--- config.mk ---
export PLATFORM = sky130hd
export DESIGN_NAME = user_io
export DESIGN_NICKNAME = d
export VERILOG_FILES = /design/src/logic/user_io_pkg.sv /design/src/logic/spi_frame.sv /design/src/logic/io_cmd_decode.sv /design/src/logic/miso_select.sv /design/src/logic/user_io.sv
export SDC_FILE = /design/constraint.sdc
export NUM_CORES = 1
export LEC_CHECK = 0
export BUFFER_PORTS_ARGS = -buffer_cell sky130_fd_sc_hd__buf_2
export CORE_MARGIN = 2
export CORE_UTILIZATION = 48
export DETAILED_ROUTE_END_ITERATION = 8
export PLACE_DENSITY_LB_ADDON = 0.08
export RECOVER_POWER = 50
export SETUP_SLACK_MARGIN = 0.05
export SYNTH_ARGS = -nofsm -noshare
export SYNTH_HDL_FRONTEND = slang
export SYNTH_SLANG_ARGS = --single-unit
--- constraint.sdc ---
create_clock -name spi_sck -period 2.95 [get_ports spi_sck]
set_input_delay 0 -clock spi_sck [delete_from_list [all_inputs] [get_ports spi_sck]]
set_output_delay 0 -clock spi_sck [all_outputs]
set_load 0.01 [all_outputs]
--- src/logic/user_io_pkg.sv ---
package user_io_pkg;

	// bit counter positions
	// bits 0..7 carry the command, payload bytes run 8..15 and wrap
	localparam logic [3:0] BIT_CMD_LAST     = 4'd7;
	localparam logic [3:0] BIT_CLEAR        = 4'd9;
	localparam logic [3:0] BIT_PAYLOAD_LAST = 4'd15;

	// command opcodes sent by the io controller as the first byte of a frame
	typedef enum logic [7:0] {
		CMD_BUT_SW       = 8'h01,
		CMD_IKBD_IN      = 8'h02,
		CMD_IKBD_OUT     = 8'h03,
		CMD_SERIAL_IN    = 8'h04,
		CMD_SERIAL_OUT   = 8'h05,
		CMD_PARALLEL_OUT = 8'h06,
		CMD_MIDI_OUT     = 8'h08,
		CMD_MAC          = 8'h09,
		CMD_ETH_STATUS   = 8'h0a,
		CMD_ETH_TX_READ  = 8'h0b,
		CMD_ETH_RX_WRITE = 8'h0c,
		CMD_JOY0         = 8'h10,
		CMD_JOY1         = 8'h11,
		CMD_JOY2         = 8'h12,
		CMD_JOY3         = 8'h13
	} io_cmd_e;

	// per-edge frame event, valid only in the posedge it is flagged
	typedef struct packed {
		logic       cmd_done;
		logic       byte_done;
		// payload byte index bit 0, even bytes are flags, odd bytes data
		logic       odd_byte;
		logic [7:0] data;
		io_cmd_e    cmd;
	} spi_rx_t;

	// position inside the frame, used for miso selection and strobe clearing
	typedef struct packed {
		logic [3:0] bit_cnt;
		logic [1:0] byte_cnt;
	} spi_pos_t;

	// byte from the io controller into the core
	typedef struct packed {
		logic       strobe;
		logic [7:0] data;
	} chan_in_t;

	// byte from the core towards the io controller
	typedef struct packed {
		logic       available;
		logic [7:0] data;
	} chan_out_t;

endpackage

--- src/logic/spi_frame.sv ---
`timescale 1ns/1ps

module spi_frame (
	input  logic                 spi_sck,
	input  logic                 SPI_SS_IO,
	input  logic                 spi_mosi,
	output user_io_pkg::spi_rx_t  rx,
	output user_io_pkg::spi_pos_t pos
);

	logic [3:0] bit_cnt;
	logic [1:0] byte_cnt;
	logic [6:0] sbuf;
	user_io_pkg::io_cmd_e cmd;
	logic [7:0] rx_byte;

	// byte completing at this edge, the live mosi bit is its lsb
	assign rx_byte = {sbuf, spi_mosi};

	// counter runs 0..7 then 8..15 repeatedly, byte_cnt steps on every wrap
	always_ff @(posedge spi_sck or posedge SPI_SS_IO) begin
		if (SPI_SS_IO) begin
			bit_cnt  <= 4'd0;
			byte_cnt <= 2'd0;
		end else begin
			if (bit_cnt == user_io_pkg::BIT_PAYLOAD_LAST) begin
				bit_cnt  <= user_io_pkg::BIT_CMD_LAST + 4'd1;
				byte_cnt <= byte_cnt + 2'd1;
			end else begin
				bit_cnt <= bit_cnt + 4'd1;
			end
		end
	end

	// msb first shift register
	always_ff @(posedge spi_sck) begin
		sbuf <= {sbuf[5:0], spi_mosi};
	end

	// command stays latched until the next frame's command byte
	always_ff @(posedge spi_sck) begin
		if (bit_cnt == user_io_pkg::BIT_CMD_LAST) begin
			cmd <= user_io_pkg::io_cmd_e'(rx_byte);
		end
	end

	always_comb begin
		rx.cmd_done  = (bit_cnt == user_io_pkg::BIT_CMD_LAST);
		rx.byte_done = (bit_cnt == user_io_pkg::BIT_PAYLOAD_LAST);
		rx.odd_byte  = byte_cnt[0];
		rx.data      = rx_byte;
		rx.cmd       = cmd;
	end

	assign pos.bit_cnt  = bit_cnt;
	assign pos.byte_cnt = byte_cnt;

endmodule

--- src/logic/io_cmd_decode.sv ---
`timescale 1ns/1ps

module io_cmd_decode (
	input  logic                  spi_sck,
	input  logic                  SPI_SS_IO,
	input  user_io_pkg::spi_rx_t  rx,
	input  user_io_pkg::spi_pos_t pos,
	output logic [1:0]            buttons,
	output logic [1:0]            switches,
	output logic                  scandoubler_disable,
	output logic [5:0]            joy0,
	output logic [5:0]            joy1,
	output logic [5:0]            joy2,
	output logic [5:0]            joy3,
	output user_io_pkg::chan_in_t ikbd_in,
	output user_io_pkg::chan_in_t serial_in,
	output logic                  ikbd_strobe_out,
	output logic                  serial_strobe_out,
	output logic                  parallel_strobe_out,
	output logic                  midi_strobe_out,
	output logic                  eth_mac_begin,
	output logic                  eth_mac_strobe,
	output logic [7:0]            eth_mac_byte,
	output logic                  eth_tx_read_begin,
	output logic                  eth_tx_read_strobe,
	output logic                  eth_rx_write_begin,
	output logic                  eth_rx_write_strobe,
	output logic [7:0]            eth_rx_write_byte
);

	logic [4:0] but_sw;
	logic       ikbd_strobe_in;
	logic       serial_strobe_in;
	logic [7:0] ikbd_data_in;
	logic [7:0] serial_data_in;
	logic       clear_strobes;

	assign buttons             = but_sw[1:0];
	assign switches            = but_sw[3:2];
	assign scandoubler_disable = but_sw[4];

	assign ikbd_in   = '{strobe: ikbd_strobe_in, data: ikbd_data_in};
	assign serial_in = '{strobe: serial_strobe_in, data: serial_data_in};

	// strobes drop two clocks after they rise
	assign clear_strobes = (pos.bit_cnt == user_io_pkg::BIT_CLEAR);

	// handshake flags, all cleared when the frame ends
	always_ff @(posedge spi_sck or posedge SPI_SS_IO) begin
		if (SPI_SS_IO) begin
			ikbd_strobe_in      <= 1'b0;
			serial_strobe_in    <= 1'b0;
			ikbd_strobe_out     <= 1'b0;
			serial_strobe_out   <= 1'b0;
			parallel_strobe_out <= 1'b0;
			midi_strobe_out     <= 1'b0;
			eth_mac_begin       <= 1'b0;
			eth_mac_strobe      <= 1'b0;
			eth_tx_read_begin   <= 1'b0;
			eth_tx_read_strobe  <= 1'b0;
			eth_rx_write_begin  <= 1'b0;
			eth_rx_write_strobe <= 1'b0;
		end else begin
			if (clear_strobes) begin
				ikbd_strobe_in      <= 1'b0;
				serial_strobe_in    <= 1'b0;
				ikbd_strobe_out     <= 1'b0;
				serial_strobe_out   <= 1'b0;
				parallel_strobe_out <= 1'b0;
				midi_strobe_out     <= 1'b0;
				eth_mac_strobe      <= 1'b0;
				eth_tx_read_strobe  <= 1'b0;
				eth_rx_write_strobe <= 1'b0;
			end

			// command byte just arrived, rx.cmd still holds the previous one
			if (rx.cmd_done) begin
				case (user_io_pkg::io_cmd_e'(rx.data))
					user_io_pkg::CMD_MAC: eth_mac_begin <= 1'b1;
					user_io_pkg::CMD_ETH_TX_READ: begin
						eth_tx_read_begin  <= 1'b1;
						// first tx byte must be fetched before it is shifted out
						eth_tx_read_strobe <= 1'b1;
					end
					user_io_pkg::CMD_ETH_RX_WRITE: eth_rx_write_begin <= 1'b1;
					default: ;
				endcase
			end

			if (rx.byte_done) begin
				eth_mac_begin <= 1'b0;
				case (rx.cmd)
					user_io_pkg::CMD_IKBD_IN:      ikbd_strobe_in <= 1'b1;
					user_io_pkg::CMD_SERIAL_IN:    serial_strobe_in <= 1'b1;
					// outbound reads advance only after the data byte
					user_io_pkg::CMD_IKBD_OUT:     ikbd_strobe_out <= rx.odd_byte;
					user_io_pkg::CMD_SERIAL_OUT:   serial_strobe_out <= rx.odd_byte;
					user_io_pkg::CMD_PARALLEL_OUT: parallel_strobe_out <= rx.odd_byte;
					user_io_pkg::CMD_MIDI_OUT:     midi_strobe_out <= rx.odd_byte;
					user_io_pkg::CMD_MAC:          eth_mac_strobe <= 1'b1;
					user_io_pkg::CMD_ETH_TX_READ:  eth_tx_read_strobe <= 1'b1;
					user_io_pkg::CMD_ETH_RX_WRITE: eth_rx_write_strobe <= 1'b1;
					default: ;
				endcase
			end
		end
	end

	// data and config registers survive between frames
	always_ff @(posedge spi_sck) begin
		if (rx.byte_done) begin
			case (rx.cmd)
				user_io_pkg::CMD_BUT_SW:       but_sw <= rx.data[4:0];
				user_io_pkg::CMD_IKBD_IN:      ikbd_data_in <= rx.data;
				user_io_pkg::CMD_SERIAL_IN:    serial_data_in <= rx.data;
				user_io_pkg::CMD_MAC:          eth_mac_byte <= rx.data;
				user_io_pkg::CMD_ETH_RX_WRITE: eth_rx_write_byte <= rx.data;
				user_io_pkg::CMD_JOY0:         joy0 <= rx.data[5:0];
				user_io_pkg::CMD_JOY1:         joy1 <= rx.data[5:0];
				user_io_pkg::CMD_JOY2:         joy2 <= rx.data[5:0];
				user_io_pkg::CMD_JOY3:         joy3 <= rx.data[5:0];
				default: ;
			endcase
		end
	end

endmodule

--- src/logic/miso_select.sv ---
`timescale 1ns/1ps

module miso_select (
	input  logic                   spi_sck,
	input  user_io_pkg::spi_pos_t  pos,
	input  user_io_pkg::io_cmd_e   cmd,
	input  logic [7:0]             core_type,
	input  user_io_pkg::chan_out_t ikbd_out,
	input  user_io_pkg::chan_out_t serial_out,
	input  user_io_pkg::chan_out_t parallel_out,
	input  user_io_pkg::chan_out_t midi_out,
	input  logic [31:0]            eth_status,
	input  logic [7:0]             eth_tx_read_byte,
	output logic                   spi_miso
);

	logic [2:0] tx_bit;
	logic       next_bit;

	// bit index within the current byte, msb first
	assign tx_bit = ~pos.bit_cnt[2:0];

	// even bytes carry the available flag in the lsb, odd bytes the data
	function automatic logic chan_bit(
		input user_io_pkg::chan_out_t ch,
		input logic                   odd,
		input logic [2:0]             idx
	);
		logic b;
		if (odd) begin
			b = ch.data[idx];
		end else begin
			b = (idx == 3'd0) ? ch.available : 1'b0;
		end
		return b;
	endfunction

	always_comb begin
		next_bit = 1'b0;
		if (pos.bit_cnt <= user_io_pkg::BIT_CMD_LAST) begin
			next_bit = core_type[tx_bit];
		end else begin
			case (cmd)
				user_io_pkg::CMD_IKBD_OUT:
					next_bit = chan_bit(ikbd_out, pos.byte_cnt[0], tx_bit);
				user_io_pkg::CMD_SERIAL_OUT:
					next_bit = chan_bit(serial_out, pos.byte_cnt[0], tx_bit);
				user_io_pkg::CMD_PARALLEL_OUT:
					next_bit = chan_bit(parallel_out, pos.byte_cnt[0], tx_bit);
				user_io_pkg::CMD_MIDI_OUT:
					next_bit = chan_bit(midi_out, pos.byte_cnt[0], tx_bit);
				// byte 0 is the top byte of the status word
				user_io_pkg::CMD_ETH_STATUS:
					next_bit = eth_status[{~pos.byte_cnt, tx_bit}];
				user_io_pkg::CMD_ETH_TX_READ:
					next_bit = eth_tx_read_byte[tx_bit];
				default: next_bit = 1'b0;
			endcase
		end
	end

	// launched on the falling edge so the master samples a stable bit
	always_ff @(negedge spi_sck) begin
		spi_miso <= next_bit;
	end

endmodule

--- src/logic/user_io.sv ---
`timescale 1ns/1ps

module user_io (
	input  logic                   spi_sck,
	input  logic                   SPI_SS_IO,
	input  logic                   spi_mosi,
	output logic                   spi_miso,
	input  logic [7:0]             core_type,
	output user_io_pkg::chan_in_t  ikbd_in,
	output user_io_pkg::chan_in_t  serial_in,
	input  user_io_pkg::chan_out_t ikbd_out,
	input  user_io_pkg::chan_out_t serial_out,
	input  user_io_pkg::chan_out_t parallel_out,
	input  user_io_pkg::chan_out_t midi_out,
	output logic                   ikbd_strobe_out,
	output logic                   serial_strobe_out,
	output logic                   parallel_strobe_out,
	output logic                   midi_strobe_out,
	output logic [5:0]             joy0,
	output logic [5:0]             joy1,
	output logic [5:0]             joy2,
	output logic [5:0]             joy3,
	input  logic [31:0]            eth_status,
	output logic                   eth_mac_begin,
	output logic                   eth_mac_strobe,
	output logic [7:0]             eth_mac_byte,
	output logic                   eth_tx_read_begin,
	output logic                   eth_tx_read_strobe,
	input  logic [7:0]             eth_tx_read_byte,
	output logic                   eth_rx_write_begin,
	output logic                   eth_rx_write_strobe,
	output logic [7:0]             eth_rx_write_byte,
	output logic [1:0]             buttons,
	output logic [1:0]             switches,
	output logic                   scandoubler_disable
);

	user_io_pkg::spi_rx_t  rx;
	user_io_pkg::spi_pos_t pos;

	spi_frame u_frame (
		.spi_sck   (spi_sck),
		.SPI_SS_IO (SPI_SS_IO),
		.spi_mosi  (spi_mosi),
		.rx        (rx),
		.pos       (pos)
	);

	io_cmd_decode u_decode (
		.spi_sck             (spi_sck),
		.SPI_SS_IO           (SPI_SS_IO),
		.rx                  (rx),
		.pos                 (pos),
		.buttons             (buttons),
		.switches            (switches),
		.scandoubler_disable (scandoubler_disable),
		.joy0                (joy0),
		.joy1                (joy1),
		.joy2                (joy2),
		.joy3                (joy3),
		.ikbd_in             (ikbd_in),
		.serial_in           (serial_in),
		.ikbd_strobe_out     (ikbd_strobe_out),
		.serial_strobe_out   (serial_strobe_out),
		.parallel_strobe_out (parallel_strobe_out),
		.midi_strobe_out     (midi_strobe_out),
		.eth_mac_begin       (eth_mac_begin),
		.eth_mac_strobe      (eth_mac_strobe),
		.eth_mac_byte        (eth_mac_byte),
		.eth_tx_read_begin   (eth_tx_read_begin),
		.eth_tx_read_strobe  (eth_tx_read_strobe),
		.eth_rx_write_begin  (eth_rx_write_begin),
		.eth_rx_write_strobe (eth_rx_write_strobe),
		.eth_rx_write_byte   (eth_rx_write_byte)
	);

	// latched command travels inside the frame event
	miso_select u_miso (
		.spi_sck          (spi_sck),
		.pos              (pos),
		.cmd              (rx.cmd),
		.core_type        (core_type),
		.ikbd_out         (ikbd_out),
		.serial_out       (serial_out),
		.parallel_out     (parallel_out),
		.midi_out         (midi_out),
		.eth_status       (eth_status),
		.eth_tx_read_byte (eth_tx_read_byte),
		.spi_miso         (spi_miso)
	);

endmodule

# == Word level (Yosys, flattened, before mapping) ==
# Index checks and enable logic that the tools add are counted.
# totals
regBits,95
latchBits,0
ramBits,0
rom_bits,0
inputBits,87
output_inout_bits,74
n_memories,0
# classes
n_addsub,2
n_mul,0
div,0
n_lt_le_gt_ge,3
n_eq_ne,21
shifts,0
mux,57
bitwise_logic,2
n_reduce_logical,15
# ops
cell,count
"8-bit by 4-bit equality test with 1-bit output, second input constant",8
1-bit two-way mux,48
"8-bit by 5-bit equality test with 1-bit output, second input constant",4
"8-bit by 3-bit equality test with 1-bit output, second input constant",3
2-bit AND reduction,12
1-bit binary-select mux with 3-bit select,6
"8-bit by 2-bit equality test with 1-bit output, second input constant",2
"4-bit equality test, second input constant",2
"8-bit by 1-bit equality test with 1-bit output, second input constant",1
"5-bit by 6-bit less-than comparator with 1-bit output, second input constant",1
1-bit case mux with 6 select lines,1
1-bit binary-select mux with 5-bit select,1
"4-bit by 1-bit adder with 4-bit output, second input constant",1
"4-bit by 3-bit equality test with 1-bit output, second input constant",1
"4-bit by 3-bit less-or-equal comparator with 1-bit output, second input constant",1
"3-bit by 4-bit less-than comparator with 1-bit output, second input constant",1
4-bit two-way mux,1
2-bit nonzero test,2
3-bit zero test,1
3-bit NOT,1
"2-bit by 1-bit adder with 2-bit output, second input constant",1
2-bit NOT,1

# == Logic depth before layout (Yosys ltp) ==
# logic_depth
depth_word,6
depth_mapped,7
mapped_depth_nobuf,7

# == Cells and area by module ==
# Synthesis repeated with hierarchy kept, for this count alone.
# unflattened
cells_unflattened,253
hier_area_um2,4070.2
# modules_own_cells
module,n_inst,cells_each,area_per_inst_um2,seq_area_each_um2
io_cmd_decode,1,130,2512.4,2132.0
miso_select,1,87,912.1,20.0
spi_frame,1,36,645.6,530.5

==> results.md <==
* Syn Inst Count at 256
* Vias per cell at 5.29
* Gpl congestion at 0.796
* Worst IR Drop VDD at 0.261 mV
* Clk sink count at 95
* Overflow after GRT at 0
* CP max FO at 8
* Core area at 0.00809 mm²
* Synthesis-to-layout area growth at 35.3%
* # DRC at 0
* First-pass GRT wire length at 14.9 mm
* IO Pins at 161
* Mapped Area at 0.00395 mm²
* Total placed cells including tap cells at 544
* Overall routing resource usage at 22.3%
* Clk buf depth at 2
* Num CTS Buffers at 9
* Critical path origin: u_frame.bit_cnt[0]
* Critical path class: flip-flop to flip-flop
* Worst path arrival time at 2240 ps
* Drt pass-1 iters at 4
* Initial Util at 48.8%
* Power density over the cells at 445 mW/mm²
* Ant. Diodes at 0
* Crit path depth at 7
* Clock transition at the registers of the reported paths at 100 ps
* Slew @ Worst Pin at 674 ps
* Initial antenna violation count at 0
* Failing checks: setup timing
* Max_cap viols at 0
* Clk Latency, worst-skew pair at 400 ps
* Crit path launch type: flip-flop
* WHS at 279 ps
* Die Span X at 94.7 µm
* Worst r2r dst: u_miso.spi_miso
* CP max stage delay at 500 ps
* Unrepaired setup endpoints after global routing: yes
* Async SR Flop Fraction at 18.9%
* Placed cell areas at 0.00510 mm²
* CP Capture Type: flip-flop
* Largest net degree at the start of global routing at 19
* Max Clock Skew at 52.3 ps
* Static leakage at 2.14 nW
* CP Data Required Time at 1790 ps
* Synth Area per Inst at 15.4 µm²
* Number of synthesized flops with an enable pin at 69
* Number of synthesized register bits at 95
* YS warnings at 0
* Via count at 2997
* Buffers plus inverters on the worst setup path at 2
* Drt wl/cell at 17.3 µm
* Register area share after synthesis at 68.0%
* Post-synth cell types at 47
* Cell breakdown of the critical path: buf_4 -> buf_4 -> mux2_2 -> o221ai_1 -> a2111oi_1 -> nor4_1 -> a31oi_1
* Routed wire length at 9.78 mm
* Max H-tree Level at 3
* # setup viols final at 1
* Final net count at 547
* Finished Layout Cells at 567
* Clock root cell: clkbuf_8
* Chip height at 94.7 µm
* PortBufs at 160
* DR iter-0 viols at 207
* Most used cell, CP: buf_4
* Total power at 2.37 mW
* CP max-delay cell: a2111oi_1
* Worst reg2reg path depth at 7
* Antenna viol nets, final at 0
* Fin. Hold Viols at 0
* Final worst-path setup slack at -451 ps
* Worst Setup EP: u_miso.spi_miso
* Pins over their slew limit at 0
* Sum of negative setup slack at -451 ps
* Top FF cell, synth: edfxtp_1
* HPWL Detailed at 7.22 mm
* Reg2Reg Setup Slack at -450 ps
* Number of global-route vias before repair at 2987
* Fraction of layout cells with a size suffix above 1 at 41.3%
* Die area at 0.00897 mm²
* Syn_nets at 346
* Fin area at 0.00534 mm²
* Slew Limit Headroom at 55.0%
* Rows at 33
* CTS tree: yes
* Outcome: finished, violations left
* Worst min path class: input port to async pin
* Delay-heaviest family, CP: compound AO/OA/AOI/OAI gates
* Worst R2R Start: u_frame.bit_cnt[0]
[layout by cell type (no fill, tap or decap), types with 3 or more instances in the layout]
cell type  Yosys  routed
edfxtp_1      69      69
and3_1         3       3
nand4_1        5       5
dfxtp_1        8       8
a21o_1         4       4
nor3_1         5       5
o21ai_0        3       3
nand2b_1       6       6
mux4_2        12      13
dfrtp_1       18      16
mux2i_1       10      10
buf_4          3      39
nor4_1         5       5
buf_2          2     106
inv_1          8       8
nand3_1       10      10
mux2_2         5       5
nand2_1       15      15
clkbuf_8       0       9
nor2_1        12      12
clkbuf_1       7      54
a211oi_1       4       3
[cell usage after synthesis, types with 3 or more instances]
cell	n	area, µm²
buf_4	3	22.5
a2111oi_0	3	26.3
clkbuf_1	7	26.3
nand4_1	5	31.3
and3_1	3	18.8
mux2_2	5	56.3
mux2i_1	10	100
nand3_1	10	50.1
nor4_1	5	31.3
ha_1	3	37.5
mux4_2	12	270
nor2_1	12	45.0
a21o_1	4	30.0
inv_1	8	30.0
nor3_1	5	25.0
dfxtp_1	8	160
edfxtp_1	69	2070
nand2_1	15	56.3
dfrtp_1	18	450
nor2b_1	3	18.8
nand2b_1	6	37.5
a211oi_1	4	30.0
o21ai_0	3	15.0
[per-layer routing]
| layer | share of wire [%] | wire (µm) | global-route usage, % | up-vias |
|---|---|---|---|---|
| li1 | - | - | - | 1394 |
| met5 | 0 | 0 | 0 | - |
| met4 | 1.5 | 142 | 6.04 | 0 |
| met1 | 41 | 4040 | 29.6 | 1450 |
| met3 | 7.4 | 728 | 4.47 | 14 |
| met2 | 50 | 4880 | 37.6 | 139 |
[what timing repair did]
item                       in CTS  in global routing
buffers inserted                4                  0
pin swaps                       7                  0
setup endpoints to repair       1                  1
resized for setup               7                  5
cloned                          1                  0
hold buffers                    2                  0
hold endpoints to repair       19                  0
[worst min path at each step]
stage	to	start	slack, ps
3_5_place_dp	u_decode.eth_mac_strobe	SPI_SS_IO	130
3_3_place_gp	u_decode.ikbd_strobe_in	SPI_SS_IO	120
4_1_cts	u_decode.eth_mac_strobe	SPI_SS_IO	290
5_1_grt	u_decode.eth_mac_strobe	SPI_SS_IO	340
2_1_floorplan	u_decode.eth_mac_begin	SPI_SS_IO	-60
6_report	u_decode.ikbd_strobe_in	SPI_SS_IO	280
[cell families after synthesis]
group / Yosys count / synth area share, %
AOI/OAI and AO/OA: 28 / 5.26
buffers and inverters: 22 / 2.82
DFF: 95 / 68.0
and+or+nand+nor: 77 / 10.4
adders and majority gates: 3 / 0.951
xor gates and xnor gates: 2 / 0.444
muxes: 29 / 12.1
[registers in the layout, summed over array words and instances, names as in the netlist, 2 cells and up]
register / count
u_frame.bit_cnt: 4
u_decode.serial_data_in: 8
u_decode.ikbd_data_in: 8
u_decode.eth_rx_write_byte: 8
u_decode.joy2: 6
u_decode.joy0: 6
u_frame.sbuf: 7
u_decode.eth_mac_byte: 8
u_decode.but_sw: 5
u_decode.joy1: 6
u_decode.joy3: 6
u_frame.cmd: 8
u_frame.byte_cnt: 2
[where the power goes]
| group | internal, mW | total [mW] | leakage (nW) | switching (mW) |
|---|---|---|---|---|
| sequential | 1.44 | 1.45 | 0.920 | 0.0165 |
| clock | 0.326 | 0.819 | 0.0979 | 0.493 |
| combinational | 0.0654 | 0.102 | 1.13 | 0.0363 |
[area by class of cell]
| cell class | count | area (µm²) |
|---|---|---|
| repair buffers | 204 | 1110 |
| multi-input cells | 139 | 1190 |
| flip-flops and latches | 95 | 2690 |
| clock buffers | 9 | 124 |
| fillers | 670 | 2750 |
| clock inverters | 8 | 68.8 |
| well taps | 105 | 131 |
| inverters | 7 | 26.3 |
[metrics by stage]
step | utilization [%] | worst slack, ps
final | 66.0 | -451
after global routing | 66.0 | -460
after CTS | 66.7 | -356
after detailed placement | 63.1 | -413
after global placement | 63.1 | -400
after floorplan | - | -228
[worst min-delay path, delay by kind of cell]
family	cells	cell delay [ps]
buffers and inverters	3	1130
No activity file was read; power rests on OpenSTA's default activity.
